`config.mk`:
```
export PLATFORM = sky130hd
export DESIGN_NAME = dcache_tag_array
export DESIGN_NICKNAME = d
export VERILOG_FILES = /design/src/source/dcache_pkg.sv /design/src/source/dcache_tag_array.sv
export SDC_FILE = /design/constraint.sdc
export NUM_CORES = 1
export LEC_CHECK = 0
export ABC_AREA = 1
export BUFFER_PORTS_ARGS = -buffer_cell sky130_fd_sc_hd__buf_2
export CAP_MARGIN = 30
export CORE_UTILIZATION = 55
export CTS_CLUSTER_DIAMETER = 50
export CTS_CLUSTER_SIZE = 16
export DETAILED_ROUTE_END_ITERATION = 7
export HOLD_SLACK_MARGIN = 0.02
export PLACE_DENSITY = 0.78
export SLEW_MARGIN = 10
export SYNTH_ARGS = -nofsm -noshare
export SYNTH_HDL_FRONTEND = slang
export SYNTH_SLANG_ARGS = --single-unit
export TNS_END_PERCENT = 5
```
`constraint.sdc`:
```
create_clock -name i_clk -period 2.1 [get_ports i_clk]
set_clock_uncertainty 0.2 [all_clocks]
set_input_delay 0.315 -clock i_clk [delete_from_list [all_inputs] [get_ports i_clk]]
set_output_delay 0.315 -clock i_clk [all_outputs]
set_load 0.005 [all_outputs]
```
`src/source/dcache_pkg.sv`:
```
package dcache_pkg;

  // address geometry
  localparam int PADDR_W    = 32;
  localparam int LINE_BYTES = 16;
  localparam int OFFSET_W   = 4;
  localparam int SETS       = 16;
  localparam int INDEX_W    = 4;
  localparam int TAG_W      = PADDR_W - INDEX_W - OFFSET_W;

  // organisation
  localparam int WAYS     = 4;
  localparam int WAY_W    = 2;
  localparam int LINE_W   = LINE_BYTES * 8;
  localparam int RD_PORTS = 3;

  // field positions inside paddr
  localparam int INDEX_LSB = OFFSET_W;
  localparam int TAG_LSB   = OFFSET_W + INDEX_W;

  // one read request per port
  typedef struct packed {
    logic               valid;
    logic               h_pri;
    logic [PADDR_W-1:0] paddr;
  } dc_rd_req_t;

  // read response, all flags are single-cycle pulses
  typedef struct packed {
    logic               hit;
    logic               miss;
    logic               conflict;
    logic [WAY_W-1:0]   hit_way;
    logic [LINE_W-1:0]  data;
    // victim candidate for the refill logic
    logic               replace_valid;
    logic [WAY_W-1:0]   replace_way;
    logic [LINE_W-1:0]  replace_data;
    logic [PADDR_W-1:0] replace_paddr;
  } dc_rd_resp_t;

  // single write port
  typedef struct packed {
    logic                  valid;
    // 1 = fill, 0 = store
    logic                  tag_update;
    logic [WAY_W-1:0]      way;
    logic [PADDR_W-1:0]    paddr;
    logic [LINE_BYTES-1:0] be;
    logic [LINE_W-1:0]     data;
  } dc_wr_req_t;

  typedef struct packed {
    logic hit;
    logic miss;
  } dc_wr_resp_t;

endpackage

```
`src/source/dcache_tag_array.sv`:
```
`timescale 1ns/1ps

module dcache_tag_array
  import dcache_pkg::*;
(
  input  logic               i_clk,
  input  logic               i_reset_n,
  input  logic               i_wr,
  input  logic [INDEX_W-1:0] i_addr,
  input  logic [TAG_W-1:0]   i_tag,
  output logic [TAG_W-1:0]   o_tag,
  output logic               o_tag_valid
);

  logic [SETS-1:0]  r_valid;
  logic [TAG_W-1:0] r_tag [SETS];

  always_ff @(posedge i_clk, negedge i_reset_n) begin
    if (!i_reset_n) begin
      r_valid     <= '0;
      o_tag_valid <= 1'b0;
    end else begin
      // old contents come out on a same-cycle write
      o_tag_valid <= r_valid[i_addr];
      if (i_wr) begin
        r_valid[i_addr] <= 1'b1;
      end
    end
  end

  always_ff @(posedge i_clk) begin
    o_tag <= r_tag[i_addr];
    if (i_wr) begin
      r_tag[i_addr] <= i_tag;
    end
  end

endmodule

```
# Yosys cells after proc, flatten, opt, wreduce, memory -nomap -nowiden
# Memory sizes are Yosys's and may differ from the RTL's. A register that Yosys moved wholly into a read port is not among the register bits.
# Index checks and enable logic that the tools add are counted.
word_totals:
  regBits: 17
  ramBits: 384
  in_bits: 31
  output_inout_bits: 25
  wordCells: 13
  n_memories: 1
memory_table:
  columns: ["name", "words", "word_bits", "rd", "rd_ports_with_merged_regs", "wr", "line", "rtl"]
  rows:
  - ["r_tag", 16, 24, 1, 1, 1, "dcache_tag_array.sv:16", "logic [TAG_W-1:0] r_tag [SETS];"]
classes:
  n_lt_le_gt_ge: 2
  mux: 6
  bitwise: 1
  reduce_logical: 1
ops:
  columns: ["operator", "n"]
  rows:
  - ["bitwise OR 16 bit", 1]
  - ["less-than comparator 4 x 5 -> 1 bit, second input constant", 1]
  - ["binary-select mux 1 bit (select 4 bit)", 1]
  - ["demux 1 bit (select 4 bit)", 1]
  - ["greater-or-equal comparator 4 x 1 -> 1 bit, second input constant", 1]
  - ["two-way mux 1 bit", 4]
  - ["logical AND 1 bit", 1]

# Depth between registers and ports, before layout
depth:
  ltp_word: 5
  ltp_mapped: 12
  mapped_depth_nobuf: 9

# Worst setup path before layout
# OpenSTA, ideal clock, no wires.
synth_path:
  path_kind: "in2reg"
  start: "input i_addr[0]"
  end: "memory r_tag[6][0] in the netlist's numbering, enable pin"
  setup_ns: 0.406
  t_arrival_ns: 1.921
  required_time_ns: 1.494
  setup_slack_ns: -0.427
  path_stages: 6
  path_buffers: 3
  path_cell_list: "buf_6 inv_4 buf_8 buf_6 nand3_2 nor2_1"
synth_rtl:
  columns: ["item", "line", "rtl"]
  rows:
  - ["from (decl)", "dcache_tag_array.sv:9", "input logic [INDEX_W-1:0] i_addr,"]
  - ["to (decl)", "dcache_tag_array.sv:16", null]
# Straight into the memory's write port.

# Final worst setup path
layout_path:
  start: "register o_tag[6], read port of r_tag"
  end: "output o_tag[6]"
layout_rtl:
  columns: ["item", "line", "rtl"]
  rows:
  - ["from (decl)", "dcache_tag_array.sv:11", "output logic [TAG_W-1:0] o_tag,"]
# No word-level cell between the ends.

==> results.md <==
- Status: finished clean
- PD cells: 867 nW/um^2
- Crit path max-delay family: flip-flops
- Most frequent cells in the layout: 1077 x nand2_1, 384 x edfxtp_1, 53 x inv_1, 53 x buf_2, 35 x clkbuf_16
- WP buf/inv: 1
- Total power: 17100 uW
- Final instance area: 19800 um^2
- Fin cells: 2180
- Final setup fails: 0
- Placed Area: 18400 um^2
- Die height: 180 um
- Max frequency: 0.605 GHz
- Worst-path clk slew: 0.07 ns
- Largest net degree at the start of global routing: 102
- WL final: 40.4 mm
- Vias/cell: 5.33
- Max-cap check violation count: 0
- Critical Path RT: 1.58 ns
- Crit Path Class: reg2out
- Critical Path Max Stage Delay: 0.46 ns
- Seq/Total Area, Yosys: 71.3%
- First-pass GRT wire length: 62.4 mm
- Via count: 11600
- Num CTS Buffers: 34
- Placeable Area: 30900 um^2
- Hold WS: 0.0864 ns
- CTS tree: yes
- Startpoint types: register
- Slowest-stage cell, CP: dfxtp_1
- Number of global-route vias before repair: 11300
- CP endpoint kind: output port
- Initial DRT Pass Iterations: 5
- Crit Path Max Fanout: 1
- Unrepaired setup endpoints after global routing: no
- Final Critical Period: 1.65 ns
- CP startpoint: o_tag[6]$_DFF_P_
- Final ANT Viol Nets: 0
- Measured slew at the worst slew-check pin: 0.538 ns
- Final hold viol count: 0
- DR iter-0 viols: 1096
- Aggregate global-route resource usage: 25.2%
- Slew Limit Headroom: 64.2%
- Clock Sinks: 425
- Clock Tree Root: clkbuf_16
- H-Tree Depth: 2
- Worst VDD drop: 850 uV
- CP arrival: 1.14 ns
- CP cell instances: buf_2
- Die Width: 180 um
- Share of layout cells above drive strength 1: 9.82%
- Synth cell types: 17
- IO buf count: 55
- DR DRC count: 0
- Post-DP HPWL: 22.5 mm
- Wire length per cell: 18.5 um
- # rows: 64
- # IOs: 56
- Yosys reg bits: 425
- GPL Wtd Cong: 0.801
- Max Root-Sink Buffers: 3
- Most common cell after layout, fill and taps aside: nand2_1
- Leak: 0.00842 uW
- Synthesized area: 17400 um^2
- Yosys warnings: 0
- Total congestion overflow: 0
- Synth Area per Inst: 10.4 um^2
- Area Overhead vs Synth: 13.3%
- R2R Path Start: r_tag[2][16]$_DFFE_PP_
- Final Cycle Share: 78.7%
- Starting density of the core: 56.4%
- Initial antenna violation count: 2
- Dpl cells: 2096
- DIE AREA: 32400 um^2
- Fin nets: 1792
- Clock Latency Late Sink: 0.52 ns
- Cells after Synth: 1672
- Max Slew Vio Count: 0
- Hold WC Path Type: in2async
- Synthesized Nets: 1703
final cells by class:
cell class	instances	area, um^2
Antenna cell	2	5.00
Clock buffer	48	945
Clock inverter	9	130
Fill cell	2260	11200
Inverter	57	220
Multi-Input combinational cell	1115	4380
Sequential cell	425	12400
Tap cell	396	495
Timing Repair Buffer	128	1140
sequential cells by signal, summed over array words and instances, names as in the netlist:
signal / cells
o_tag: 24
o_tag_valid: 1
r_tag: 384
r_valid: 16
cells in the mapped netlist, drive strengths merged:
cell / number / area share (%)
buf: 71 / 2.9
or2: 16 / 0.57
edfxtp: 384 / 66
dfxtp: 24 / 2.8
clkbuf: 4 / 0.086
nor2: 18 / 0.40
inv: 57 / 1.2
dfrtp: 17 / 2.4
nand2: 1077 / 23
nand3: 4 / 0.23
metal layers:
| layer | wire length, um | vias to the layer above | global-route usage, % |
|---|---|---|---|
| met4 | 1390 | 2 | 10.5 |
| met1 | 15900 | 5462 | 33.5 |
| met3 | 3280 | 111 | 3.21 |
| li1 | - | 5506 | - |
| met5 | 11 | - | 0 |
| met2 | 19800 | 535 | 42.3 |
per-stage QoR:
step	utilization (%)	setup slack (ns)	setup TNS, ns
global route	63.9	0.452	0
floorplan	-	-0.356	-79.34
detailed placement	59.6	0.268	0
finish	63.9	0.447	0
global placement	59.6	0.302	0
CTS	63.9	0.449	0
final timing paths:
kind	to	slack, ns	cells after the start
max in group asynchronous	r_valid[8]$_DFFE_PN0P_	1.32	2
worst min register to register	r_valid[12]$_DFFE_PN0P_	0.27	1
worst max-delay path	o_tag[6]	0.45	1
worst min-delay path	r_valid[4]$_DFFE_PN0P_	0.09	2
worst max register to register	o_tag[16]$_DFF_P_	0.90	8
min in group i_clk	r_tag[1][11]$_DFFE_PP_	0.22	3
cell families (layout without fill, tap and decap cells):
family,Yosys count,in the layout,share of synthesized area [%]
flops,425,425,71.3
simple gates,1115,1115,24.4
other cells,0,2,0
buf+inv,132,242,4.28
what timing repair did:
action / CTS / global route
hold endpoints to repair: 401 / 0
resized for setup: 0 / 0
hold buffers: 25 / 0
buffers inserted: 0 / 0
where the power goes:
group	internal, uW	switching, uW	total, uW
logic	398	841	1240
registers	9480	96.9	9580
clock network	3520	2780	6300
No activity file was read; power rests on OpenSTA's default activity.
