--- src/source/dcache_pkg.sv ---
package dcache_pkg;

  // address geometry
  localparam int PADDR_W    = 32;
  localparam int LINE_BYTES = 16;
  localparam int OFFSET_W   = 4;
  localparam int SETS       = 16;
  localparam int INDEX_W    = 4;
  localparam int TAG_W      = PADDR_W - INDEX_W - OFFSET_W;

  // organisation
  localparam int WAYS     = 4;
  localparam int WAY_W    = 2;
  localparam int LINE_W   = LINE_BYTES * 8;
  localparam int RD_PORTS = 3;

  // field positions inside paddr
  localparam int INDEX_LSB = OFFSET_W;
  localparam int TAG_LSB   = OFFSET_W + INDEX_W;

  // one read request per port
  typedef struct packed {
    logic               valid;
    logic               h_pri;
    logic [PADDR_W-1:0] paddr;
  } dc_rd_req_t;

  // read response, all flags are single-cycle pulses
  typedef struct packed {
    logic               hit;
    logic               miss;
    logic               conflict;
    logic [WAY_W-1:0]   hit_way;
    logic [LINE_W-1:0]  data;
    // victim candidate for the refill logic
    logic               replace_valid;
    logic [WAY_W-1:0]   replace_way;
    logic [LINE_W-1:0]  replace_data;
    logic [PADDR_W-1:0] replace_paddr;
  } dc_rd_resp_t;

  // single write port
  typedef struct packed {
    logic                  valid;
    // 1 = fill, 0 = store
    logic                  tag_update;
    logic [WAY_W-1:0]      way;
    logic [PADDR_W-1:0]    paddr;
    logic [LINE_BYTES-1:0] be;
    logic [LINE_W-1:0]     data;
  } dc_wr_req_t;

  typedef struct packed {
    logic hit;
    logic miss;
  } dc_wr_resp_t;

endpackage

--- src/source/dcache_data_array.sv ---
`timescale 1ns/1ps

module dcache_data_array
  import dcache_pkg::*;
(
  input  logic                  i_clk,
  input  logic                  i_wr,
  input  logic [INDEX_W-1:0]    i_addr,
  input  logic [LINE_BYTES-1:0] i_be,
  input  logic [LINE_W-1:0]     i_data,
  output logic [LINE_W-1:0]     o_data
);

  logic [LINE_W-1:0] r_mem [SETS];

  // registered read port
  always_ff @(posedge i_clk) begin
    o_data <= r_mem[i_addr];
  end

  // byte-enable write
  always_ff @(posedge i_clk) begin
    if (i_wr) begin
      for (int b = 0; b < LINE_BYTES; b++) begin
        if (i_be[b]) begin
          r_mem[i_addr][b*8 +: 8] <= i_data[b*8 +: 8];
        end
      end
    end
  end

endmodule

--- config.mk ---
export PLATFORM = sky130hd
export DESIGN_NAME = dcache_data_array
export DESIGN_NICKNAME = d
export VERILOG_FILES = /design/src/source/dcache_pkg.sv /design/src/source/dcache_data_array.sv
export SDC_FILE = /design/constraint.sdc
export NUM_CORES = 2
export LEC_CHECK = 0
export ABC_AREA = 1
export ABC_CLOCK_PERIOD_IN_PS = 2600
export BUFFER_PORTS_ARGS = -buffer_cell sky130_fd_sc_hd__buf_2
export CORE_MARGIN = 3
export CORE_UTILIZATION = 55
export DETAILED_ROUTE_END_ITERATION = 10
export PLACE_DENSITY = 0.71
export SETUP_SLACK_MARGIN = 0.5
export SYNTH_ARGS = -nofsm -noshare
export SYNTH_HDL_FRONTEND = slang
export SYNTH_SLANG_ARGS = --single-unit
--- constraint.sdc ---
create_clock -name i_clk -period 2.6 [get_ports i_clk]
set_clock_uncertainty 0.05 [all_clocks]
set_input_delay 0.52 -clock i_clk [delete_from_list [all_inputs] [get_ports i_clk]]
set_output_delay 0.52 -clock i_clk [all_outputs]
set_load 0.02 [all_outputs]
Word level (Yosys, flattened, before mapping)
Memories as Yosys holds them, arrays and structs flattened. A register that Yosys moved wholly into a read port is not among the register bits.
Cells that the tools add are included.

word-level totals
  logic and storage cells = 49
  register bits = 0
  memories kept = 1
  memory bits (writable) = 2,048

memories
  name   words  width  read ports  clocked after Yosys merged registers in  write ports  line                     RTL
  r_mem  16     128    1           1                                        1            dcache_data_array.sv:14  logic [LINE_W-1:0] r_mem [SETS];

operators by class
  muxes and demuxes = 48

operator list
  operator           count
  1-bit two-way mux  48

Logic depth before layout (Yosys ltp)
  depth after elaboration = 3
  depth in mapped cells = 12
  mapped depth without buffers = 9

Worst setup path after synthesis
No wires, ideal clock.

  path kind = input -> register
  start = in i_addr[0]
  end = mem r_mem[2][112] in the netlist's numbering, enable pin
  data arrival time = 1,728 ps
  stages on the path = 6
  setup slack = 452 ps
  path buffers = 3
  setup time = 370 ps
  required time = 2,180 ps
  cells stage by stage = buf_4 -> buf_2 -> nor2_1 -> nand2_1 -> buf_2 -> nor2_1

RTL lines
  item                line                     RTL
  start: declaration  dcache_data_array.sv:8   input logic [INDEX_W-1:0] i_addr,
  end: declaration    dcache_data_array.sv:14

Straight into the memory's write port.

Worst setup path after layout
  start = reg o_data[116], read port of r_mem
  end = out o_data[116]

RTL lines
  item                line                     RTL
  start: declaration  dcache_data_array.sv:11  output logic [LINE_W-1:0] o_data

No word-level cell between the ends.

==> results_dict.tcl <==
set metrics [dict create \
    synth_area_leaders "edfxtp_1 69%, nand2_1 23%, dfxtp_1 2.9%" \
    synth_area_um2 88800 \
    drt_wl_total_mm 213 \
    syn_to_final_growth_pct 15.6 \
    nNetsFinal 9382 \
    fmax_mhz 496 \
    die_area_um2 166000 \
    via_per_inst 5.15 \
    path_max_fanout 1 \
    worst_slew_pin_slew_ns 0.876 \
    overflow 0 \
    antenna_found_initial 4 \
    cpPeakStageDelay_ns 0.42 \
    grt_pass1_wl_mm 329 \
    port_buffers 277 \
    avgSynthCellArea_um2 10.2 \
    dp_hpwl_mm 128 \
    ioPinCount 278 \
    ys_seq_area_frac 0.721 \
    slew_violations 0 \
    clk_pin_slew_ns 0.06 \
    vias 59609 \
    dr.pass1.iters 6 \
    path_cells "buf_2" \
    final.min_clock_period_ns 2.02 \
    crit_slowest_cell "dfxtp_1" \
    fin_cells 11570 \
    crit_type "reg -> out" \
    cap_violations 0 \
    synthDistinctLibCells 11 \
    postRouteAntennaNets 0 \
    peakVddDrop_v 0.000678 \
    die_y_um 408 \
    utilization 0.644 \
    dpl.cell_count 11047 \
    status "completed" \
    remaining_drc_errors 0 \
    grt_pass1_vias 57866 \
    syn_inst 8668 \
    routedWlPerCell_um 18.4 \
    htree_levels 4 \
    cp_num_buf_inv 1 \
    setup_tns_ns 0 \
    setup_viol 0 \
    cp_top_family "flip-flops" \
    syn_nets 8818 \
    start_util 0.557 \
    clkLatencyLatePin_ns 0.84 \
    grt_usage 0.254 \
    drt_iter0_markers 5719 \
    die_x_um 408 \
    synth-seq-cells 2176 \
    yosysTopAreaCell "edfxtp_1" \
    clockBufferDepth 3 \
    clock-sinks 2176 \
    hold_viol 0 \
    yosys.area.top_type_share 0.693 \
    worst_ep_required_time_ns 2.03 \
    cellPowerDensity_nw_per_um2 729 \
    leakage_uw 0.0441 \
    start_kind "flip-flop" \
    drive_above_1_share 0.109 \
    cts_buffers 212 \
    crit_arrival_ns 1.45 \
    crit_path_end_kind "output pin" \
    rows 146 \
    postCtsSetupBuffers 0 \
    cts_tree "built" \
    gp_congestion 0.816 \
    rsz0062_at_grt "no" \
    coreArea_um2 159000 \
    hold_path.class "in -> reg" \
    yosys_warnings 0 \
    grt_max_degree 145 \
    max-slew-margin-rel 0.416 \
    period_share 0.775 \
    root_buffer "clkbuf_16" \
]
-- metal layers --
metal / vias to the layer above / part of all wire / track usage
li1: 28803 / - / -
met1: 28255 / 0.41 / 0.347
met2: 2221 / 0.48 / 0.421
met3: 330 / 0.077 / 0.0391
met4: 0 / 0.028 / 0.0813
met5: - / 0 / 0
-- cell usage in the layout, fill, tap and decap left out --
| master | count |
|---|---|
| dlygate4sd3_1 | 117 |
| nor2_2 | 7 |
| inv_16 | 7 |
| buf_4 | 347 |
| clkinv_1 | 25 |
| nor2_1 | 252 |
| edfxtp_1 | 2048 |
| clkinv_16 | 1 |
| inv_1 | 259 |
| nand2_1 | 5522 |
| clkinv_8 | 2 |
| diode_2 | 3 |
| inv_6 | 5 |
| dfxtp_1 | 113 |
| clkinv_4 | 2 |
| clkbuf_16 | 215 |
| clkinvlp_4 | 4 |
| buf_8 | 2 |
| clkbuf_1 | 56 |
| inv_8 | 2 |
| dfxtp_2 | 15 |
| nor2_4 | 3 |
| buf_2 | 275 |
| clkinv_2 | 39 |
| buf_12 | 39 |
| nand2_2 | 16 |
| clkbuf_8 | 31 |
| bufinv_16 | 17 |
-- power by group --
| group | internal, uW | switching, uW | leakage [uW] |
|---|---|---|---|
| combinational | 1350 | 3520 | 0.0211 |
| clock | 17900 | 13000 | 0.00349 |
| sequential | 38900 | 211 | 0.0195 |
| total | 58100 | 16700 | 0.0441 |
-- flip-flops by register name, summed over array words and instances (netlist names) --
register / cells
r_mem: 2048
o_data: 128
-- what timing repair did --
item,CTS,global route
hold buffers,117,0
gates resized for setup,14,1
endpoints found under the hold margin,1569,0
setup endpoints to repair,14,1
pin swaps,0,0
-- cell usage after synthesis --
library cell	instances
buf_1	21
buf_6	1
clkbuf_1	145
inv_2	2
inv_1	260
edfxtp_1	2048
buf_2	250
dfxtp_1	128
nor2_1	262
buf_4	13
nand2_1	5538
-- final cells by class --
type | instances | area, um2
Inverter | 262 | 1000
Clock inverter | 101 | 1080
Clock buffer | 302 | 6020
Tap cell | 2146 | 2690
Sequential cell | 2176 | 64100
Antenna cell | 3 | 7.51
Multi-Input combinational cell | 5800 | 21900
Fill cell | 12003 | 56800
Timing Repair Buffer | 780 | 5960
-- final timing paths --
check | cells past startpoint | from | slack (ns) | endpoint
min reg2reg | 8 | r_mem[8][13]$_DFFE_PP_ | 0.64 | o_data[13]$_DFF_P_
max reg2reg | 8 | r_mem[10][100]$_DFFE_PP_ | 1.42 | o_data[100]$_DFF_P_
min | 1 | i_data[91] | 0.06 | r_mem[4][91]$_DFFE_PP_
max | 1 | o_data[116]$_DFF_P_ | 0.58 | o_data[116]
-- logic make-up after synthesis --
kind of cell | synth area share
buffers and inverters | 0.0334
AND/OR/NAND/NOR | 0.245
flip-flops | 0.721
-- per-stage QoR --
stage | cell area [um2] | setup slack, ns | hold WS [ns] | total power [uW]
after detailed placement | 94400 | 0.194 | 0.630 | 44600
after global placement | 94400 | 0.177 | 0.619 | 44500
final | 103000 | 0.584 | 0.0640 | 74900
after CTS | 103000 | 0.501 | 0.00145 | 75400
after global routing | 103000 | 0.539 | 0.0278 | 77400
after floorplan | 88800 | 0.452 | 0.569 | 42500
-- worst register-to-register path, stage by stage, from the launching register on --
cell	delay, ns
edfxtp_1	0.40
nand2_1	0.11
nand2_1	0.06
nand2_1	0.06
nand2_1	0.06
nand2_1	0.06
nand2_1	0.06
inv_1	0.05
nand2_1	0.13
Power figures use the tool's default switching activity.
