==> src/source/dcache_pkg.sv <==
package dcache_pkg;

  // address geometry
  localparam int PADDR_W    = 32;
  localparam int LINE_BYTES = 16;
  localparam int OFFSET_W   = 4;
  localparam int SETS       = 16;
  localparam int INDEX_W    = 4;
  localparam int TAG_W      = PADDR_W - INDEX_W - OFFSET_W;

  // organisation
  localparam int WAYS     = 4;
  localparam int WAY_W    = 2;
  localparam int LINE_W   = LINE_BYTES * 8;
  localparam int RD_PORTS = 3;

  // field positions inside paddr
  localparam int INDEX_LSB = OFFSET_W;
  localparam int TAG_LSB   = OFFSET_W + INDEX_W;

  // one read request per port
  typedef struct packed {
    logic               valid;
    logic               h_pri;
    logic [PADDR_W-1:0] paddr;
  } dc_rd_req_t;

  // read response, all flags are single-cycle pulses
  typedef struct packed {
    logic               hit;
    logic               miss;
    logic               conflict;
    logic [WAY_W-1:0]   hit_way;
    logic [LINE_W-1:0]  data;
    // victim candidate for the refill logic
    logic               replace_valid;
    logic [WAY_W-1:0]   replace_way;
    logic [LINE_W-1:0]  replace_data;
    logic [PADDR_W-1:0] replace_paddr;
  } dc_rd_resp_t;

  // single write port
  typedef struct packed {
    logic                  valid;
    // 1 = fill, 0 = store
    logic                  tag_update;
    logic [WAY_W-1:0]      way;
    logic [PADDR_W-1:0]    paddr;
    logic [LINE_BYTES-1:0] be;
    logic [LINE_W-1:0]     data;
  } dc_wr_req_t;

  typedef struct packed {
    logic hit;
    logic miss;
  } dc_wr_resp_t;

endpackage

==> src/source/dcache_hit_resp.sv <==
`timescale 1ns/1ps

module dcache_hit_resp
  import dcache_pkg::*;
(
  input  logic                i_clk,
  input  logic                i_reset_n,

  // way outputs of the arrays
  input  logic [TAG_W-1:0]    i_tag [WAYS],
  input  logic [WAYS-1:0]     i_tag_valid,
  input  logic [LINE_W-1:0]   i_data [WAYS],

  // stage-1 read state
  input  logic [RD_PORTS-1:0] i_rd_valid,
  input  logic [RD_PORTS-1:0] i_sel_oh,
  input  logic [RD_PORTS-1:0] i_same_line,
  input  logic [TAG_W-1:0]    i_rd_tag [RD_PORTS],
  input  logic [INDEX_W-1:0]  i_index,

  // stage-1 write state
  input  logic                i_wr_valid,
  input  logic                i_wr_fill,
  input  logic                i_data_busy,
  input  logic [TAG_W-1:0]    i_wr_tag,

  output dc_rd_resp_t         o_dc_rd_resp [RD_PORTS],
  output dc_wr_resp_t         o_dc_wr_resp,
  output logic [WAY_W-1:0]    o_store_hit_way,
  output logic                o_store_hit
);

  logic [WAY_W-1:0]    r_victim [SETS];
  logic [WAY_W-1:0]    w_victim_way;
  logic [PADDR_W-1:0]  w_victim_paddr;
  logic [RD_PORTS-1:0] w_rd_miss;
  logic [WAYS-1:0]     w_wr_hit;
  logic                w_wr_any_hit;

  // victim is the set's counter before this access
  assign w_victim_way   = r_victim[i_index];
  assign w_victim_paddr = {i_tag[w_victim_way], i_index, {OFFSET_W{1'b0}}};

  for (genvar p = 0; p < RD_PORTS; p++) begin : g_port
    logic [WAYS-1:0]  w_hit;
    logic [WAY_W-1:0] w_hit_way;
    logic             w_served;

    always_comb begin
      for (int w = 0; w < WAYS; w++) begin
        w_hit[w] = i_tag_valid[w] & (i_tag[w] == i_rd_tag[p]);
      end
    end

    always_comb begin
      w_hit_way = '0;
      for (int w = 0; w < WAYS; w++) begin
        if (w_hit[w]) begin
          w_hit_way = WAY_W'(w);
        end
      end
    end

    // no write in the way, and either chosen or on the chosen line
    assign w_served = i_rd_valid[p] & ~i_wr_valid & ~i_data_busy &
                      (i_sel_oh[p] | i_same_line[p]);

    assign o_dc_rd_resp[p].hit           = w_served & (|w_hit);
    assign o_dc_rd_resp[p].miss          = w_served & ~(|w_hit);
    assign o_dc_rd_resp[p].conflict      = i_rd_valid[p] & ~w_served;
    assign o_dc_rd_resp[p].hit_way       = w_hit_way;
    assign o_dc_rd_resp[p].data          = i_data[w_hit_way];
    assign o_dc_rd_resp[p].replace_valid = i_tag_valid[w_victim_way];
    assign o_dc_rd_resp[p].replace_way   = w_victim_way;
    assign o_dc_rd_resp[p].replace_data  = i_data[w_victim_way];
    assign o_dc_rd_resp[p].replace_paddr = w_victim_paddr;

    assign w_rd_miss[p] = o_dc_rd_resp[p].miss;
  end

  // write lookup against the old tags
  always_comb begin
    for (int w = 0; w < WAYS; w++) begin
      w_wr_hit[w] = i_tag_valid[w] & (i_tag[w] == i_wr_tag);
    end
  end

  assign w_wr_any_hit = |w_wr_hit;

  always_comb begin
    o_store_hit_way = '0;
    for (int w = 0; w < WAYS; w++) begin
      if (w_wr_hit[w]) begin
        o_store_hit_way = WAY_W'(w);
      end
    end
  end

  assign o_store_hit       = i_wr_valid & ~i_wr_fill & w_wr_any_hit;
  assign o_dc_wr_resp.hit  = i_wr_valid & w_wr_any_hit;
  assign o_dc_wr_resp.miss = i_wr_valid & ~w_wr_any_hit;

  // round-robin victim per set, all served ports share one set
  always_ff @(posedge i_clk, negedge i_reset_n) begin
    if (!i_reset_n) begin
      for (int s = 0; s < SETS; s++) begin
        r_victim[s] <= '0;
      end
    end else if (|w_rd_miss) begin
      r_victim[i_index] <= w_victim_way + WAY_W'(1);
    end
  end

endmodule

==> config.mk <==
export PLATFORM = sky130hd
export DESIGN_NAME = dcache_hit_resp
export DESIGN_NICKNAME = d
export VERILOG_FILES = /design/src/source/dcache_pkg.sv /design/src/source/dcache_hit_resp.sv
export SDC_FILE = /design/constraint.sdc
export NUM_CORES = 2
export LEC_CHECK = 0
export ABC_AREA = 1
export BUFFER_PORTS_ARGS = -buffer_cell sky130_fd_sc_hd__buf_4
export CAP_MARGIN = 20
export CORE_AREA = 2 2 627 629
export CTS_BUF_LIST = sky130_fd_sc_hd__clkbuf_16
export DETAILED_ROUTE_END_ITERATION = 16
export DIE_AREA = 0 0 629 631
export SYNTH_ARGS = -nofsm -noshare
export SYNTH_HDL_FRONTEND = slang
export SYNTH_SLANG_ARGS = --single-unit
==> constraint.sdc <==
create_clock -name i_clk -period 4.8 [get_ports i_clk]
set_clock_uncertainty 0.2 [all_clocks]
set_input_delay 0.24 -clock i_clk [delete_from_list [all_inputs] [get_ports i_clk]]
set_output_delay 0.24 -clock i_clk [all_outputs]
set_load 0.02 [all_outputs]
# Word-level counts from Yosys, hierarchy flattened
# Index checks and enable logic that the tools add are counted.
# totals
regBits,32
in_bits,726
output_inout_bits,893
wordCells,137
# op_classes
n_addsub,1
magnitude_cmp,7
n_eq_ne,16
muxes,35
bitwise,56
reduce_logical,6
# ops
cell,n
binary-select mux 128 bit (select 2 bit),4
2-to-1 mux 128 bit,8
equality test 24 bit,16
binary-select mux 24 bit (select 2 bit),1
2-to-1 mux 24 bit,2
AND 1 bit,38
bitwise mux 32 bit,1
2-to-1 mux 2 bit,11
OR reduction 4 bit,4
>= comparator 3 bit (second input constant),4
NOT 2 -> 3 bit,4
NOT 1 bit,10
binary-select mux 2 bit (select 4 bit),1
demux 2 bit (select 4 bit),1
>= comparator 5 bit (second input constant),1
less-than comparator 5 x 1 -> 1 bit (second input constant),1
2-to-1 mux 1 bit,5
NOT 4 -> 5 bit,1
less-than comparator 2 x 3 -> 1 bit (second input constant),1
OR 1 bit,3
OR reduction 3 bit,1
adder 2 x 1 -> 2 bit (second input constant),1
binary-select mux 1 bit (select 2 bit),1
logical AND 1 bit,1

# Depth between registers and ports, before layout
# depth
depth_word,9
ltp_mapped,17
mapped_depth_nobuf,14

# Worst setup path before layout
# Ideal clock, no wire load.
# synth_path
path_type,input port to output port
start,input i_index[0]
end,output o_dc_rd_resp[326] (netlist name)
t_arrival_ps,2305
required_time_ps,4360
slack_ps,2055
stages,13
n_path_buf,3
cell_sequence,inv_1 > nor2_2 > a22oi_1 > nand2_1 > nand2_1 > nand2_1 > nor2_4 > inv_2 > buf_2 > buf_2 > o21ai_0 > o21ai_0 > buf_4
# synth_lines
item,line,rtl
start: declaration,dcache_hit_resp.sv:19,"input logic [INDEX_W-1:0] i_index,"
end: declaration,dcache_hit_resp.sv:27,"output dc_rd_resp_t o_dc_rd_resp [RD_PORTS],"

==> results.sh <==
export IMPL_gp_routability_congestion=1.07
export IMPL_dieArea_mm2=0.397
export IMPL_die_width_um=629
export IMPL_postSynthAreaPerCell_um2=4.80
export IMPL_final_design_area_excluding_fillers_mm2=0.0463
export IMPL_worst_slew_margin_rel_pct=21.4
export IMPL_yosysWarningCount=0
export IMPL_final_setup_viol_count=0
export IMPL_status="finished, final reports clean"
export IMPL_cts_buffers_inserted=5
export IMPL_post_cts_buffers=0
export IMPL_floorplan_initialDensity_pct=7.64
export IMPL_syn_area_mm2=0.0299
export IMPL_post_synthesis_instance_total=6217
export IMPL_synth_async_reset_ratio_pct=100
export IMPL_min_delay_path_class="in2async"
export IMPL_grt_antenna_before_repair=109
export IMPL_grt_pass1_wl_mm=532
export IMPL_via_density_per_instance=4.09
export IMPL_io_pins=1619
export IMPL_post_dp_cell_area_mm2=0.0459
export IMPL_critical_path_startpoint_type="input port"
export IMPL_grt_busiest_layer="met2"
export IMPL_design_final_nets=7975
export IMPL_timing_reg2reg_setup_slack_ns=2.10
export IMPL_synth_yosys_seq_area_share_pct=2.68
export IMPL_detailed_router_s_first_iteration_violation_count=7282
export IMPL_drt_antenna_violating_nets=0
export IMPL_drcViolationCount=0
export IMPL_slew_viol_final=0
export IMPL_tritoncts_clock_tree="yes"
export IMPL_largest_register_ffs=32
export IMPL_ys_flop_type="dfrtp_1"
export IMPL_clk_slew_on_worst_s_h_paths_ns=0.06
export IMPL_pwr_density_cell_mw_per_mm2=276
export IMPL_grt_total_usage_pct=20.6
export IMPL_largest_registers="r_victim: 32 flops"
export IMPL_layout_commonest_cell="nand2_1"
export IMPL_num_rows=230
export IMPL_final_layout_size_suffix_gt1_share_pct=25.1
export IMPL_groute_layer_met1_usage_pct=22.3
export IMPL_synth_distinct_cells=47
export IMPL_place_port_buffers=1606
export IMPL_final_cell_mix="nand2_1 (2151), buf_4 (1728), inv_1 (738), nand3_1 (594), a21oi_1 (452)"
export IMPL_final_seq_area_um2=801
export IMPL_global_route_usage_met3_pct=8.61
export IMPL_dieHeight_um=631
export IMPL_cts_repair_resized=0
export IMPL_htreeDepth=2
export IMPL_num_fill_cells=46711
export IMPL_cts_root_buf="clkbuf_16"
export IMPL_half_perimeter_wire_length_after_detailed_placement_mm=378
export IMPL_clock_path_buffers=2
export IMPL_worst_ep_arrival_time_ns=3.92
export IMPL_min_period_over_period_pct=90.8
export IMPL_final_setup_tns_ns=0
export IMPL_worst_ir_drop_vdd_v=0.000230
export IMPL_cts_sinks=32
export IMPL_routed_wire_length_per_instance_um=34.6
export IMPL_first_global_vias=45832
export IMPL_timing_final_crit_period_ns=4.36
export IMPL_area_taken_by_multi_input_logic_gates_mm2=0.0218
export IMPL_finalHoldViolCount=0
export IMPL_total_leakage_power_nw=22.2
export IMPL_regMostFlops="r_victim"
export IMPL_area_growth_synth_to_final_pct=54.9
export IMPL_grt_remaining_overflow=0
export IMPL_post_layout_total_power_mw=12.8
export IMPL_core_area_mm2=0.391
export IMPL_timing_worst_slew_pin_value_ns=1.17
export IMPL_rsz_0062_raised_after_global_routing="no"
export IMPL_path_max_fanout=29
export IMPL_critPathKind="in2out"
export IMPL_synth_ff_latch_count=32
export IMPL_routed_wl_mm=434
export IMPL_later_pin_clock_latency_in_the_skew_report_ns=0.28
export IMPL_required_ns=4.36
export IMPL_grtUsageMet2_pct=33.5
export IMPL_fin_worst_hold_slack_ns=0.245
export IMPL_grt_start_max_net_pins=103
export IMPL_detailroute_via_count=51322
export IMPL_drt_pre_antenna_iters=9
export IMPL_worst_setup_path_end_kind="primary output"
export IMPL_count_of_flip_flops_with_a_built_in_enable_after_synthesis=0
export IMPL_max_freq_mhz=229
export IMPL_max_cap_violations=0
-- critical path, stage by stage --
cell      delay [ns]
buf_4           0.15
inv_1           0.31
nor2_1          0.10
nor3_1          0.21
o211ai_1        0.26
nor2_1          0.18
nand2_1         0.06
nor2_1          0.58
nand2_4         0.20
buf_12          0.23
buf_4           0.33
nand3_1         0.11
nand3_1         0.10
nand2_1         0.38
buf_4           0.33
-- path summary, 6_finish.rpt --
check                                   from                end  cells after the start
worst max-delay path               i_tag[48]  o_dc_rd_resp[768]                     15
min in group i_clk               r_victim[8]        r_victim[8]                      2
worst max register to register  r_victim[14]        r_victim[5]                      9
worst min-delay path               i_reset_n       r_victim[23]                      2
worst min register to register   r_victim[8]        r_victim[8]                      2
max in group asynchronous          i_reset_n        r_victim[9]                      2
-- repair_timing --
item                       CTS  global route
hold endpoints to repair    32             0
hold buffers                 1             0
setup endpoints to repair    0             0
-- logic make-up after synthesis --
group	synth area share [%]
buf+inv	24.7
simple gates	43.6
xor+xnor	2.87
compound gates	26.1
flops	2.68
other cells	0.0126
-- cell usage after synthesis, types with 2 or more instances --
cell       count  area, µm²
nand4_1       75        469
buf_4        363       2730
o21ai_0      435       2180
and3_1         3       18.8
nor2_4         2       22.5
xor2_1        31        272
o22ai_1       40        250
nor2_1       269       1010
nor2_2         2       12.5
clkbuf_2      10       50.1
buf_1         43        161
nor4_1        18        113
and2_1         2       12.5
o211ai_1     259       1940
o21ai_1      185        926
nand3_1      595       2980
nand2_1     2155       8090
dfrtp_1       32        801
clkbuf_1      97        364
nand3b_1       6       45.0
inv_2         14       52.6
o21a_1         2       15.0
a21oi_1      452       2260
o2111ai_1      5       43.8
a22oi_1       16        120
nor3_1        30        150
buf_2        249       1250
nor3b_1        4       30.0
or2_2          2       12.5
inv_1        740       2780
xnor2_1       65        569
-- per-stage QoR --
stage	setup slack [ns]	cells	utilization, %
3_5_place_dp	0.506	12461	11.7
3_3_place_gp	0.436	12461	11.7
4_1_cts	0.491	12470	11.8
6_report	0.442	12547	11.8
5_1_grt	0.353	12517	11.8
2_1_floorplan	2.06	6228	-
-- report_power, final --
group	leakage, nW	total (mW)	switching (mW)	internal (mW)
registers	0.411	0.390	0.0457	0.345
clock network	0.0794	0.361	0.120	0.241
logic	21.7	12.0	8.77	3.23
total	22.2	12.8	8.93	3.82
-- metal layers --
metal,vias to the layer above,wire [µm]
met1,24369,150000
met3,799,54800
li1,21979,-
met5,-,269
met4,44,32300
met2,4131,196000
-- layout make-up --
type | count | area share [%]
inverters | 754 | 6.20
clock inverters | 3 | 0.0811
flip-flops and latches | 32 | 1.73
clock buffers | 5 | 0.270
repair buffers | 1776 | 30.1
well taps | 5220 | 14.1
multi-input cells | 4680 | 47.1
diodes | 77 | 0.416
No activity file was read; power rests on OpenSTA's default activity.
