==> config.mk <==
export PLATFORM = sky130hd
export DESIGN_NAME = dcache_read_arb
export DESIGN_NICKNAME = d
export VERILOG_FILES = /design/src/source/dcache_pkg.sv /design/src/source/dcache_read_arb.sv
export SDC_FILE = /design/constraint.sdc
export NUM_CORES = 1
export LEC_CHECK = 0
export BUFFER_PORTS_ARGS = -buffer_cell sky130_fd_sc_hd__buf_2
export CORE_MARGIN = 2
export CORE_UTILIZATION = 45
export DETAILED_ROUTE_END_ITERATION = 8
export MAX_ROUTING_LAYER = met4
export PLACE_DENSITY = 0.88
export SLEW_MARGIN = 5
export SYNTH_ARGS = -nofsm -noshare
export SYNTH_HDL_FRONTEND = slang
export SYNTH_SLANG_ARGS = --single-unit
==> constraint.sdc <==
create_clock -name vclk -period 13.2
set_input_delay 3.96 -clock vclk [all_inputs]
set_output_delay 3.96 -clock vclk [all_outputs]
set_load 0.01 [all_outputs]
==> src/source/dcache_pkg.sv <==
package dcache_pkg;

  // address geometry
  localparam int PADDR_W    = 32;
  localparam int LINE_BYTES = 16;
  localparam int OFFSET_W   = 4;
  localparam int SETS       = 16;
  localparam int INDEX_W    = 4;
  localparam int TAG_W      = PADDR_W - INDEX_W - OFFSET_W;

  // organisation
  localparam int WAYS     = 4;
  localparam int WAY_W    = 2;
  localparam int LINE_W   = LINE_BYTES * 8;
  localparam int RD_PORTS = 3;

  // field positions inside paddr
  localparam int INDEX_LSB = OFFSET_W;
  localparam int TAG_LSB   = OFFSET_W + INDEX_W;

  // one read request per port
  typedef struct packed {
    logic               valid;
    logic               h_pri;
    logic [PADDR_W-1:0] paddr;
  } dc_rd_req_t;

  // read response, all flags are single-cycle pulses
  typedef struct packed {
    logic               hit;
    logic               miss;
    logic               conflict;
    logic [WAY_W-1:0]   hit_way;
    logic [LINE_W-1:0]  data;
    // victim candidate for the refill logic
    logic               replace_valid;
    logic [WAY_W-1:0]   replace_way;
    logic [LINE_W-1:0]  replace_data;
    logic [PADDR_W-1:0] replace_paddr;
  } dc_rd_resp_t;

  // single write port
  typedef struct packed {
    logic                  valid;
    // 1 = fill, 0 = store
    logic                  tag_update;
    logic [WAY_W-1:0]      way;
    logic [PADDR_W-1:0]    paddr;
    logic [LINE_BYTES-1:0] be;
    logic [LINE_W-1:0]     data;
  } dc_wr_req_t;

  typedef struct packed {
    logic hit;
    logic miss;
  } dc_wr_resp_t;

endpackage

==> src/source/dcache_read_arb.sv <==
`timescale 1ns/1ps

module dcache_read_arb
  import dcache_pkg::*;
(
  input  dc_rd_req_t          i_dc_rd_req [RD_PORTS],
  output logic [RD_PORTS-1:0] o_sel_oh,
  output logic [PADDR_W-1:0]  o_sel_paddr,
  output logic [RD_PORTS-1:0] o_same_line,
  output logic                o_any_valid
);

  logic [RD_PORTS-1:0] w_valid;
  logic [RD_PORTS-1:0] w_h_pri;
  logic [RD_PORTS-1:0] w_h_pri_oh;
  logic [RD_PORTS-1:0] w_norm_oh;

  always_comb begin
    for (int p = 0; p < RD_PORTS; p++) begin
      w_valid[p] = i_dc_rd_req[p].valid;
      w_h_pri[p] = i_dc_rd_req[p].valid & i_dc_rd_req[p].h_pri;
    end
  end

  // isolate lowest set bit
  assign w_h_pri_oh = w_h_pri & (~w_h_pri + RD_PORTS'(1));
  assign w_norm_oh  = w_valid & (~w_valid + RD_PORTS'(1));

  assign o_sel_oh    = (|w_h_pri_oh) ? w_h_pri_oh : w_norm_oh;
  assign o_any_valid = |w_valid;

  always_comb begin
    o_sel_paddr = '0;
    for (int p = 0; p < RD_PORTS; p++) begin
      if (o_sel_oh[p]) begin
        o_sel_paddr = o_sel_paddr | i_dc_rd_req[p].paddr;
      end
    end
  end

  // ports riding along on the chosen line
  always_comb begin
    for (int p = 0; p < RD_PORTS; p++) begin
      o_same_line[p] = w_valid[p] &
                       (i_dc_rd_req[p].paddr[PADDR_W-1:OFFSET_W] ==
                        o_sel_paddr[PADDR_W-1:OFFSET_W]);
    end
  end

endmodule

Word level (Yosys, flattened, before mapping)
Index checks and enable logic that the tools add are counted.

Register bits: 0.

Add/subtract/negate cells: 2. Eq/ne operators: 3. Multiplexer cells: 4. Bitwise gates (word level): 12. Reduce and logical (&&, ||, !) cells: 2.

Operator list (number): 2-to-1 mux 32 bit (3); == test 28 bit (3); bitwise OR 32 bit (2); adder 3 x 1 -> 3 bit (second input constant) (2); bitwise AND 1 bit (6); bitwise AND 3 bit (2); NOT 3 bit (2); OR reduction 3 bit (2); 2-to-1 mux 3 bit (1).

Longest topological paths before layout
Gate-level depths: netlist (run 1).

Depth after elaboration: 13. Depth in mapped cells: 11. Depth with buffers taken out: 8.

Worst setup path after synthesis (run 1)
No wires, ideal clock.

Path kind: input to output. Start point: input i_dc_rd_req[66] (netlist bit). End point: output o_same_line[2]. Arrival: 6.027 ns. Setup slack: 3.213 ns. Stages on the path: 9. Path buffers: 3. Cell sequence: nand2b_1 -> a221oi_2 -> buf_2 -> buf_2 -> buf_2 -> a211oi_1 -> a221oi_1 -> o2111ai_1 -> nor4_1.

RTL lines: start: declaration (line dcache_read_arb.sv:6) `input dc_rd_req_t i_dc_rd_req [RD_PORTS],`; bitwise AND 1 bit (*) (line dcache_read_arb.sv:21) `w_h_pri[p] = i_dc_rd_req[p].valid & i_dc_rd_req[p].h_pri;`; NOT 3 bit (line dcache_read_arb.sv:26) `assign w_h_pri_oh = w_h_pri & (~w_h_pri + RD_PORTS'(1));`; adder 3 x 1 -> 3 bit (line dcache_read_arb.sv:26); bitwise AND 3 bit (*) (line dcache_read_arb.sv:26); OR reduction 3 bit (line dcache_read_arb.sv:29) `assign o_sel_oh = (|w_h_pri_oh) ? w_h_pri_oh : w_norm_oh;`; 2-to-1 mux 3 bit (*) (line dcache_read_arb.sv:29); via o_sel_oh[2] (line dcache_read_arb.sv:7) `output logic [RD_PORTS-1:0] o_sel_oh,`; 2-to-1 mux 32 bit (*) (line dcache_read_arb.sv:35) `if (o_sel_oh[p]) begin`; == test 28 bit (*) (line dcache_read_arb.sv:45) `(i_dc_rd_req[p].paddr[PADDR_W-1:OFFSET_W] ==`; bitwise AND 1 bit (*) (line dcache_read_arb.sv:44) `o_same_line[p] = w_valid[p] &`; end: declaration (line dcache_read_arb.sv:9) `output logic [RD_PORTS-1:0] o_same_line,`.

Mark *: on every way through the listed nets, which the timed path passes. The rest lies on a longest branch.

Worst setup path after layout (run 1)
Start point: input i_dc_rd_req[67] (netlist bit). End point: output o_same_line[0].

Cells in the longest elaborated chain, start to end: 13.

RTL lines: bitwise AND 1 bit (line dcache_read_arb.sv:21); NOT 3 bit (line dcache_read_arb.sv:26); adder 3 x 1 -> 3 bit (line dcache_read_arb.sv:26); bitwise AND 3 bit (line dcache_read_arb.sv:26); OR reduction 3 bit (line dcache_read_arb.sv:29); 2-to-1 mux 3 bit (*) (line dcache_read_arb.sv:29); 2-to-1 mux 32 bit (line dcache_read_arb.sv:35); bitwise OR 32 bit (line dcache_read_arb.sv:36) `o_sel_paddr = o_sel_paddr | i_dc_rd_req[p].paddr;`; 2-to-1 mux 32 bit (line dcache_read_arb.sv:35); bitwise OR 32 bit (line dcache_read_arb.sv:36); 2-to-1 mux 32 bit (*) (line dcache_read_arb.sv:35); == test 28 bit (*) (line dcache_read_arb.sv:45); bitwise AND 1 bit (*) (line dcache_read_arb.sv:44).

Mark *: on every way between the ends. The rest lies on a longest branch, timed or not.

==> results of run 1 <==
-- routing by layer --
| metal | track usage | wire, um |
|---|---|---|
| met1 | 0.573 | 4270 |
| met2 | 0.662 | 4920 |
| met3 | 0.0722 | 1710 |
| met4 | 0.191 | 769 |
| met5 | - | 0 |
-- through the flow --
step                       util  instance area [um^2]  hold slack, ps
final                     0.637                  2810            8190
after global routing      0.637                  2810            8210
after CTS                 0.637                  2810            8190
after detailed placement  0.637                  2810            8190
after global placement    0.637                  2810            8190
after floorplan               -                  2080            8030
-- power by group --
part           switching (W)  leakage, nW  internal (W)  total (W)
Sequential                 0            0             0          0
Clock                      0            0             0          0
Combinational      0.0000836         1.45     0.0000510   0.000135
-- cells in the final DEF, fill, tap and decap left out, types with 2 or more instances in the layout --
cell type	synthesis	routed
a21boi_0	2	2
o22ai_1	23	23
nor4_1	6	6
inv_1	41	41
a311oi_1	2	2
o2bb2ai_1	3	3
a222oi_1	9	9
a22oi_1	69	69
a31oi_1	3	3
nor2b_1	6	6
buf_4	0	3
a221oi_1	7	7
o211ai_1	2	2
nor2_1	7	7
and3_1	2	2
nand2b_1	4	4
a21oi_1	8	8
a2111oi_0	2	2
nand3_1	6	6
buf_2	8	141
o31ai_1	2	2
nand2_1	54	54
xnor2_1	2	2
nand4_1	5	5
o22a_1	4	4
a2bb2oi_1	2	2
a32oi_1	7	7
o2111ai_1	5	5
a22o_1	8	8
o21ai_0	2	2
or4_1	2	2
a221o_1	4	4
-- cell type report --
cell class                      instances  area (um^2)  area share
Multi-Input combinational cell        276         1860       0.662
Inverter                               42          158      0.0560
Timing Repair Buffer                  144          728       0.259
Tap cell                               52         65.1      0.0231
-- worst max-delay path by stage --
stage                          startpoint              to  slack (ps)  depth (start not counted)
after floorplan           i_dc_rd_req[66]  o_same_line[2]        3210                          9
after global placement    i_dc_rd_req[67]  o_same_line[0]        2330                         10
after detailed placement  i_dc_rd_req[67]  o_same_line[0]        2350                         10
after CTS                 i_dc_rd_req[67]  o_same_line[0]        2340                         10
after global routing      i_dc_rd_req[67]  o_same_line[2]        1970                         10
final                     i_dc_rd_req[67]  o_same_line[0]        2240                         10
-- kinds of logic (layout without fill, tap and decap cells) --
family          count (synthesis)  in the layout  synth area share
buf+inv                        60            186             0.113
mux                             1              1           0.00540
simple gates                  101            101             0.236
xor+xnor                        2              2           0.00840
compound gates                172            172             0.637
==> results.py, run 1 <==
metrics = {
    "floorplan": {
        "start_util": 0.472,
        "die_h_um": 72.1,
        "rows": 24,
        "ios": 141,
        "dieArea_mm2": 0.00519,
        "core_area_mm2": 0.00441,
        "fp.dieW_um": 72.1,
    },
    "timing": {
        "finalSetupViolations": 0,
        "relSlewSlack": 0.376,
        "drv_slew": 0,
        "rsz0062_at_grt": "false",
        "hold_viol": 0,
        "min_period_ps": 10960,
        "worst_pin_slew_ps": 935,
        "setup_ws_ps": 2240,
        "clock.fmax_mhz": 91.3,
        "fin_crit_sh": 0.830,
        "setup-tns-final_ps": 0,
    },
    "place": {
        "post-place-ws_ps": 2350,
        "dp_cells": 514,
        "dpl.hpwl_mm": 9.26,
        "io_buffer_count": 141,
        "place_congestion": 1.12,
    },
    "setup_path": {
        "crit_fanout": 54,
        "critPathBufInv": 3,
        "critPathLaunchType": "input pin",
        "path_cells": "buf_2 -> a22oi_1 -> o21ai_2 -> inv_2 -> a22oi_1 -> and3_1 -> a211o_1 -> or4_1 -> nor4_2 -> buf_2",
        "end_kind": "output pin",
        "critPathMaxStageDelay_ps": 730,
        "cpMaxStageDelayCell": "inv_2",
        "path_class": "in2out",
        "critPathArrivalTime_ps": 7000,
        "critical_path_required_ps": 9240,
        "crit_family": "buffers and inverters",
    },
    "global_routing": {
        "grt_pass1_vias": 3305,
        "track_usage": 0.438,
        "grt_max_degree": 63,
        "overflow": 0,
        "grt_pass1_wl_mm": 17.3,
        "antenna_found_initial": 0,
    },
    "layout": {
        "layout.nets": 566,
        "instances_no_fill": 514,
        "seq_cells": 0,
        "area.growth.synth_to_final_pct": 34.9,
        "regArea_um2": 0,
        "antenna_cells": 0,
        "fillers": 454,
        "drive_above_1_share": 0.325,
        "nClkBuffers": 0,
    },
    "synth": {
        "yosys_warnings": 0,
        "avgSynthCellArea_um2": 6.20,
        "syn-cell-area_mm2": 0.00208,
        "seq_area_frac_synth": 0,
        "yosys-top-cells-count": "a22oi_1 (69), nand2_1 (54), inv_1 (41)",
        "yosysMostFrequentCell": "a22oi_1",
        "syn_nets": 438,
        "ys_top_cells_by_area": "a22oi_1 (25%), nand2_1 (9.7%), inv_1 (7.4%)",
        "netlist.area_leader.share": 0.248,
        "synth.distinct_cells": 52,
        "syn_inst": 336,
        "yosysTopAreaCell": "a22oi_1",
    },
    "routing": {
        "postRouteAntennaNets": 0,
        "via_per_inst": 7.43,
        "drc": 0,
        "drtPass1Iterations": 8,
        "drt_iter0_drc": 711,
        "drt_wl_total_mm": 11.7,
        "num_vias": 3817,
        "routedWlPerCell_um": 22.7,
    },
    "status": {
        "outcome": "complete, no violations",
    },
    "min_path": {
        "hp-start": "i_dc_rd_req[3]",
        "hold_path.class": "in2out",
        "hold_end": "o_sel_paddr[3]",
        "whs_path_depth": 4,
    },
    "power_and_ir_drop": {
        "power_density_mw_per_mm2": 47.8,
        "irDropWorstVdd_mv": 0.0206,
        "total_power_w": 0.000135,
        "p_leak_nw": 1.45,
    },
    "cts": {
        "cts_hold_buffers": 0,
        "cts.repair.resized": 0,
        "post-cts-setup-buffers": 0,
    },
    "run": {
        "cap_viol_max_count": 0,
    },
}
(Power assumes the default switching activity.)
==> run 2, diff against run 1 <==
--- a/config.mk
+++ b/config.mk
@@ -7,10 +7,10 @@
 export LEC_CHECK = 0
 export BUFFER_PORTS_ARGS = -buffer_cell sky130_fd_sc_hd__buf_2
 export CORE_MARGIN = 2
-export CORE_UTILIZATION = 45
+export CORE_UTILIZATION = 40
 export DETAILED_ROUTE_END_ITERATION = 8
 export MAX_ROUTING_LAYER = met4
-export PLACE_DENSITY = 0.88
+export PLACE_DENSITY = 0.83
 export SLEW_MARGIN = 5
 export SYNTH_ARGS = -nofsm -noshare
 export SYNTH_HDL_FRONTEND = slang
==> constraint.sdc (replaced) <==
create_clock -name vclk -period 8.9
set_input_delay 2.67 -clock vclk [all_inputs]
set_output_delay 2.67 -clock vclk [all_outputs]
set_load 0.01 [all_outputs]
==> run 2 against run 1 <==
Die area up 12%. Combinational power grew 53%. Final area increased by 1.3%. Wire length up 9.0%. Utilization down 7.6 points. Critical path type unchanged. Critical endpoint is now o_same_line[2].
==> results.py, run 2 (same netlist as run 1, synthesis figures left out) <==
metrics = {
    "cts": {
        "cts_hold_buffers": 0,
        "post-cts-setup-buffers": 0,
        "cts.repair.resized": 0,
    },
    "floorplan": {
        "dieArea_mm2": 0.00580,
        "start_util": 0.411,
        "core_area_mm2": 0.00507,
        "die_h_um": 76.2,
        "ios": 141,
        "fp.dieW_um": 76.2,
        "rows": 26,
    },
    "layout": {
        "regArea_um2": 0,
        "instances_no_fill": 534,
        "antenna_cells": 0,
        "seq_cells": 0,
        "fin_area_mm2": 0.00285,
        "area.growth.synth_to_final_pct": 36.7,
        "fin_util": 0.562,
        "final_cell_mix": "buf_2 (141), a22oi_1 (69), nand2_1 (54)",
        "fillers": 556,
        "drive_above_1_share": 0.328,
        "layout_commonest_cell": "buf_2",
        "layout.nets": 568,
        "nClkBuffers": 0,
    },
    "timing": {
        "setup-tns-final_ps": 0,
        "rsz0062_at_grt": "false",
        "relSlewSlack": 0.327,
        "drv_slew": 0,
        "hold_viol": 0,
        "fin_crit_sh": 0.929,
        "worst_pin_slew_ps": 1010,
        "finalSetupViolations": 0,
        "min_period_ps": 8270,
        "clock.fmax_mhz": 121,
        "setup_ws_ps": 631,
    },
    "routing": {
        "drt_iter0_drc": 687,
        "via_per_inst": 7.18,
        "postRouteAntennaNets": 0,
        "num_vias": 3832,
        "drt_wl_total_mm": 12.7,
        "routedWlPerCell_um": 23.8,
        "drc": 0,
        "drtPass1Iterations": 7,
    },
    "global_routing": {
        "track_usage": 0.429,
        "grt_pass1_wl_mm": 19.4,
        "antenna_found_initial": 0,
        "overflow": 0,
        "grt_pass1_vias": 3449,
        "grt_max_degree": 50,
    },
    "place": {
        "dpl.hpwl_mm": 10.2,
        "io_buffer_count": 141,
        "place_area_mm2": 0.00285,
        "dp_cells": 534,
        "place_congestion": 1.10,
        "post-place-ws_ps": 804,
    },
    "setup_path": {
        "critPathMaxStageDelay_ps": 570,
        "end_kind": "output pin",
        "critPathBufInv": 4,
        "path_cells": "buf_2 -> a22oi_1 -> o21ai_2 -> inv_2 -> buf_4 -> a222oi_1 -> o2bb2ai_1 -> nor4b_1 -> nand4_1 -> nor4_1 -> buf_2",
        "path_class": "in2out",
        "critPathLaunchType": "input pin",
        "critPathArrivalTime_ps": 5600,
        "crit_family": "buffers and inverters",
        "crit_path_frequent_cell": "buf_2",
        "critical_path_required_ps": 6230,
        "cpMaxStageDelayCell": "inv_2",
        "crit_fanout": 39,
    },
    "min_path": {
        "hold_path.class": "in2out",
    },
    "power_and_ir_drop": {
        "irDropWorstVdd_mv": 0.0368,
        "p_leak_nw": 1.46,
        "power_density_mw_per_mm2": 72.1,
    },
    "status": {
        "outcome": "complete, no violations",
    },
    "run": {
        "cap_viol_max_count": 0,
    },
}
-- run 2: cell count changes in the layout (fill, tap and decap cells not counted) --
| cell | delta |
|---|---|
| buf_4 | +2 |
-- run 2: path summary, 6_finish.rpt --
kind	startpoint	end	slack (ps)	depth (start not counted)
worst max-delay path	i_dc_rd_req[67]	o_same_line[2]	630	11
worst min-delay path	i_dc_rd_req[0]	o_sel_paddr[0]	5610	4
-- run 2: cell type report --
type                            instances  area [um^2]  share of cell area
Multi-Input combinational cell        276         1860               0.653
Timing Repair Buffer                  146          743               0.261
Inverter                               42          158              0.0553
Tap cell                               70         87.6              0.0307
-- run 2: layer usage --
layer | share of wire | vias to the layer above | track usage
li1 | - | 1642 | -
met1 | 0.38 | 1733 | 0.563
met2 | 0.44 | 392 | 0.675
met3 | 0.13 | 65 | 0.0533
met4 | 0.045 | 0 | 0.162
met5 | 0 | - | -
-- run 2: tightest hold or removal path, cell delays in order --
cell and delay, ps:
buf_2 70, nand2_1 40, nand2_1 40, buf_2 120
-- run 2: per-stage QoR --
stage	hold WS (ps)	power [W]
2_1_floorplan	5450	0.000104
3_3_place_gp	5610	0.000197
3_5_place_dp	5610	0.000196
4_1_cts	5610	0.000197
5_1_grt	5630	0.000217
6_report	5610	0.000206
-- run 2: where the power goes --
group          switching (W)  total [W]  internal, W
clock                      0          0            0
combinational       0.000129   0.000206    0.0000764
sequential                 0          0            0
total               0.000129   0.000206    0.0000764
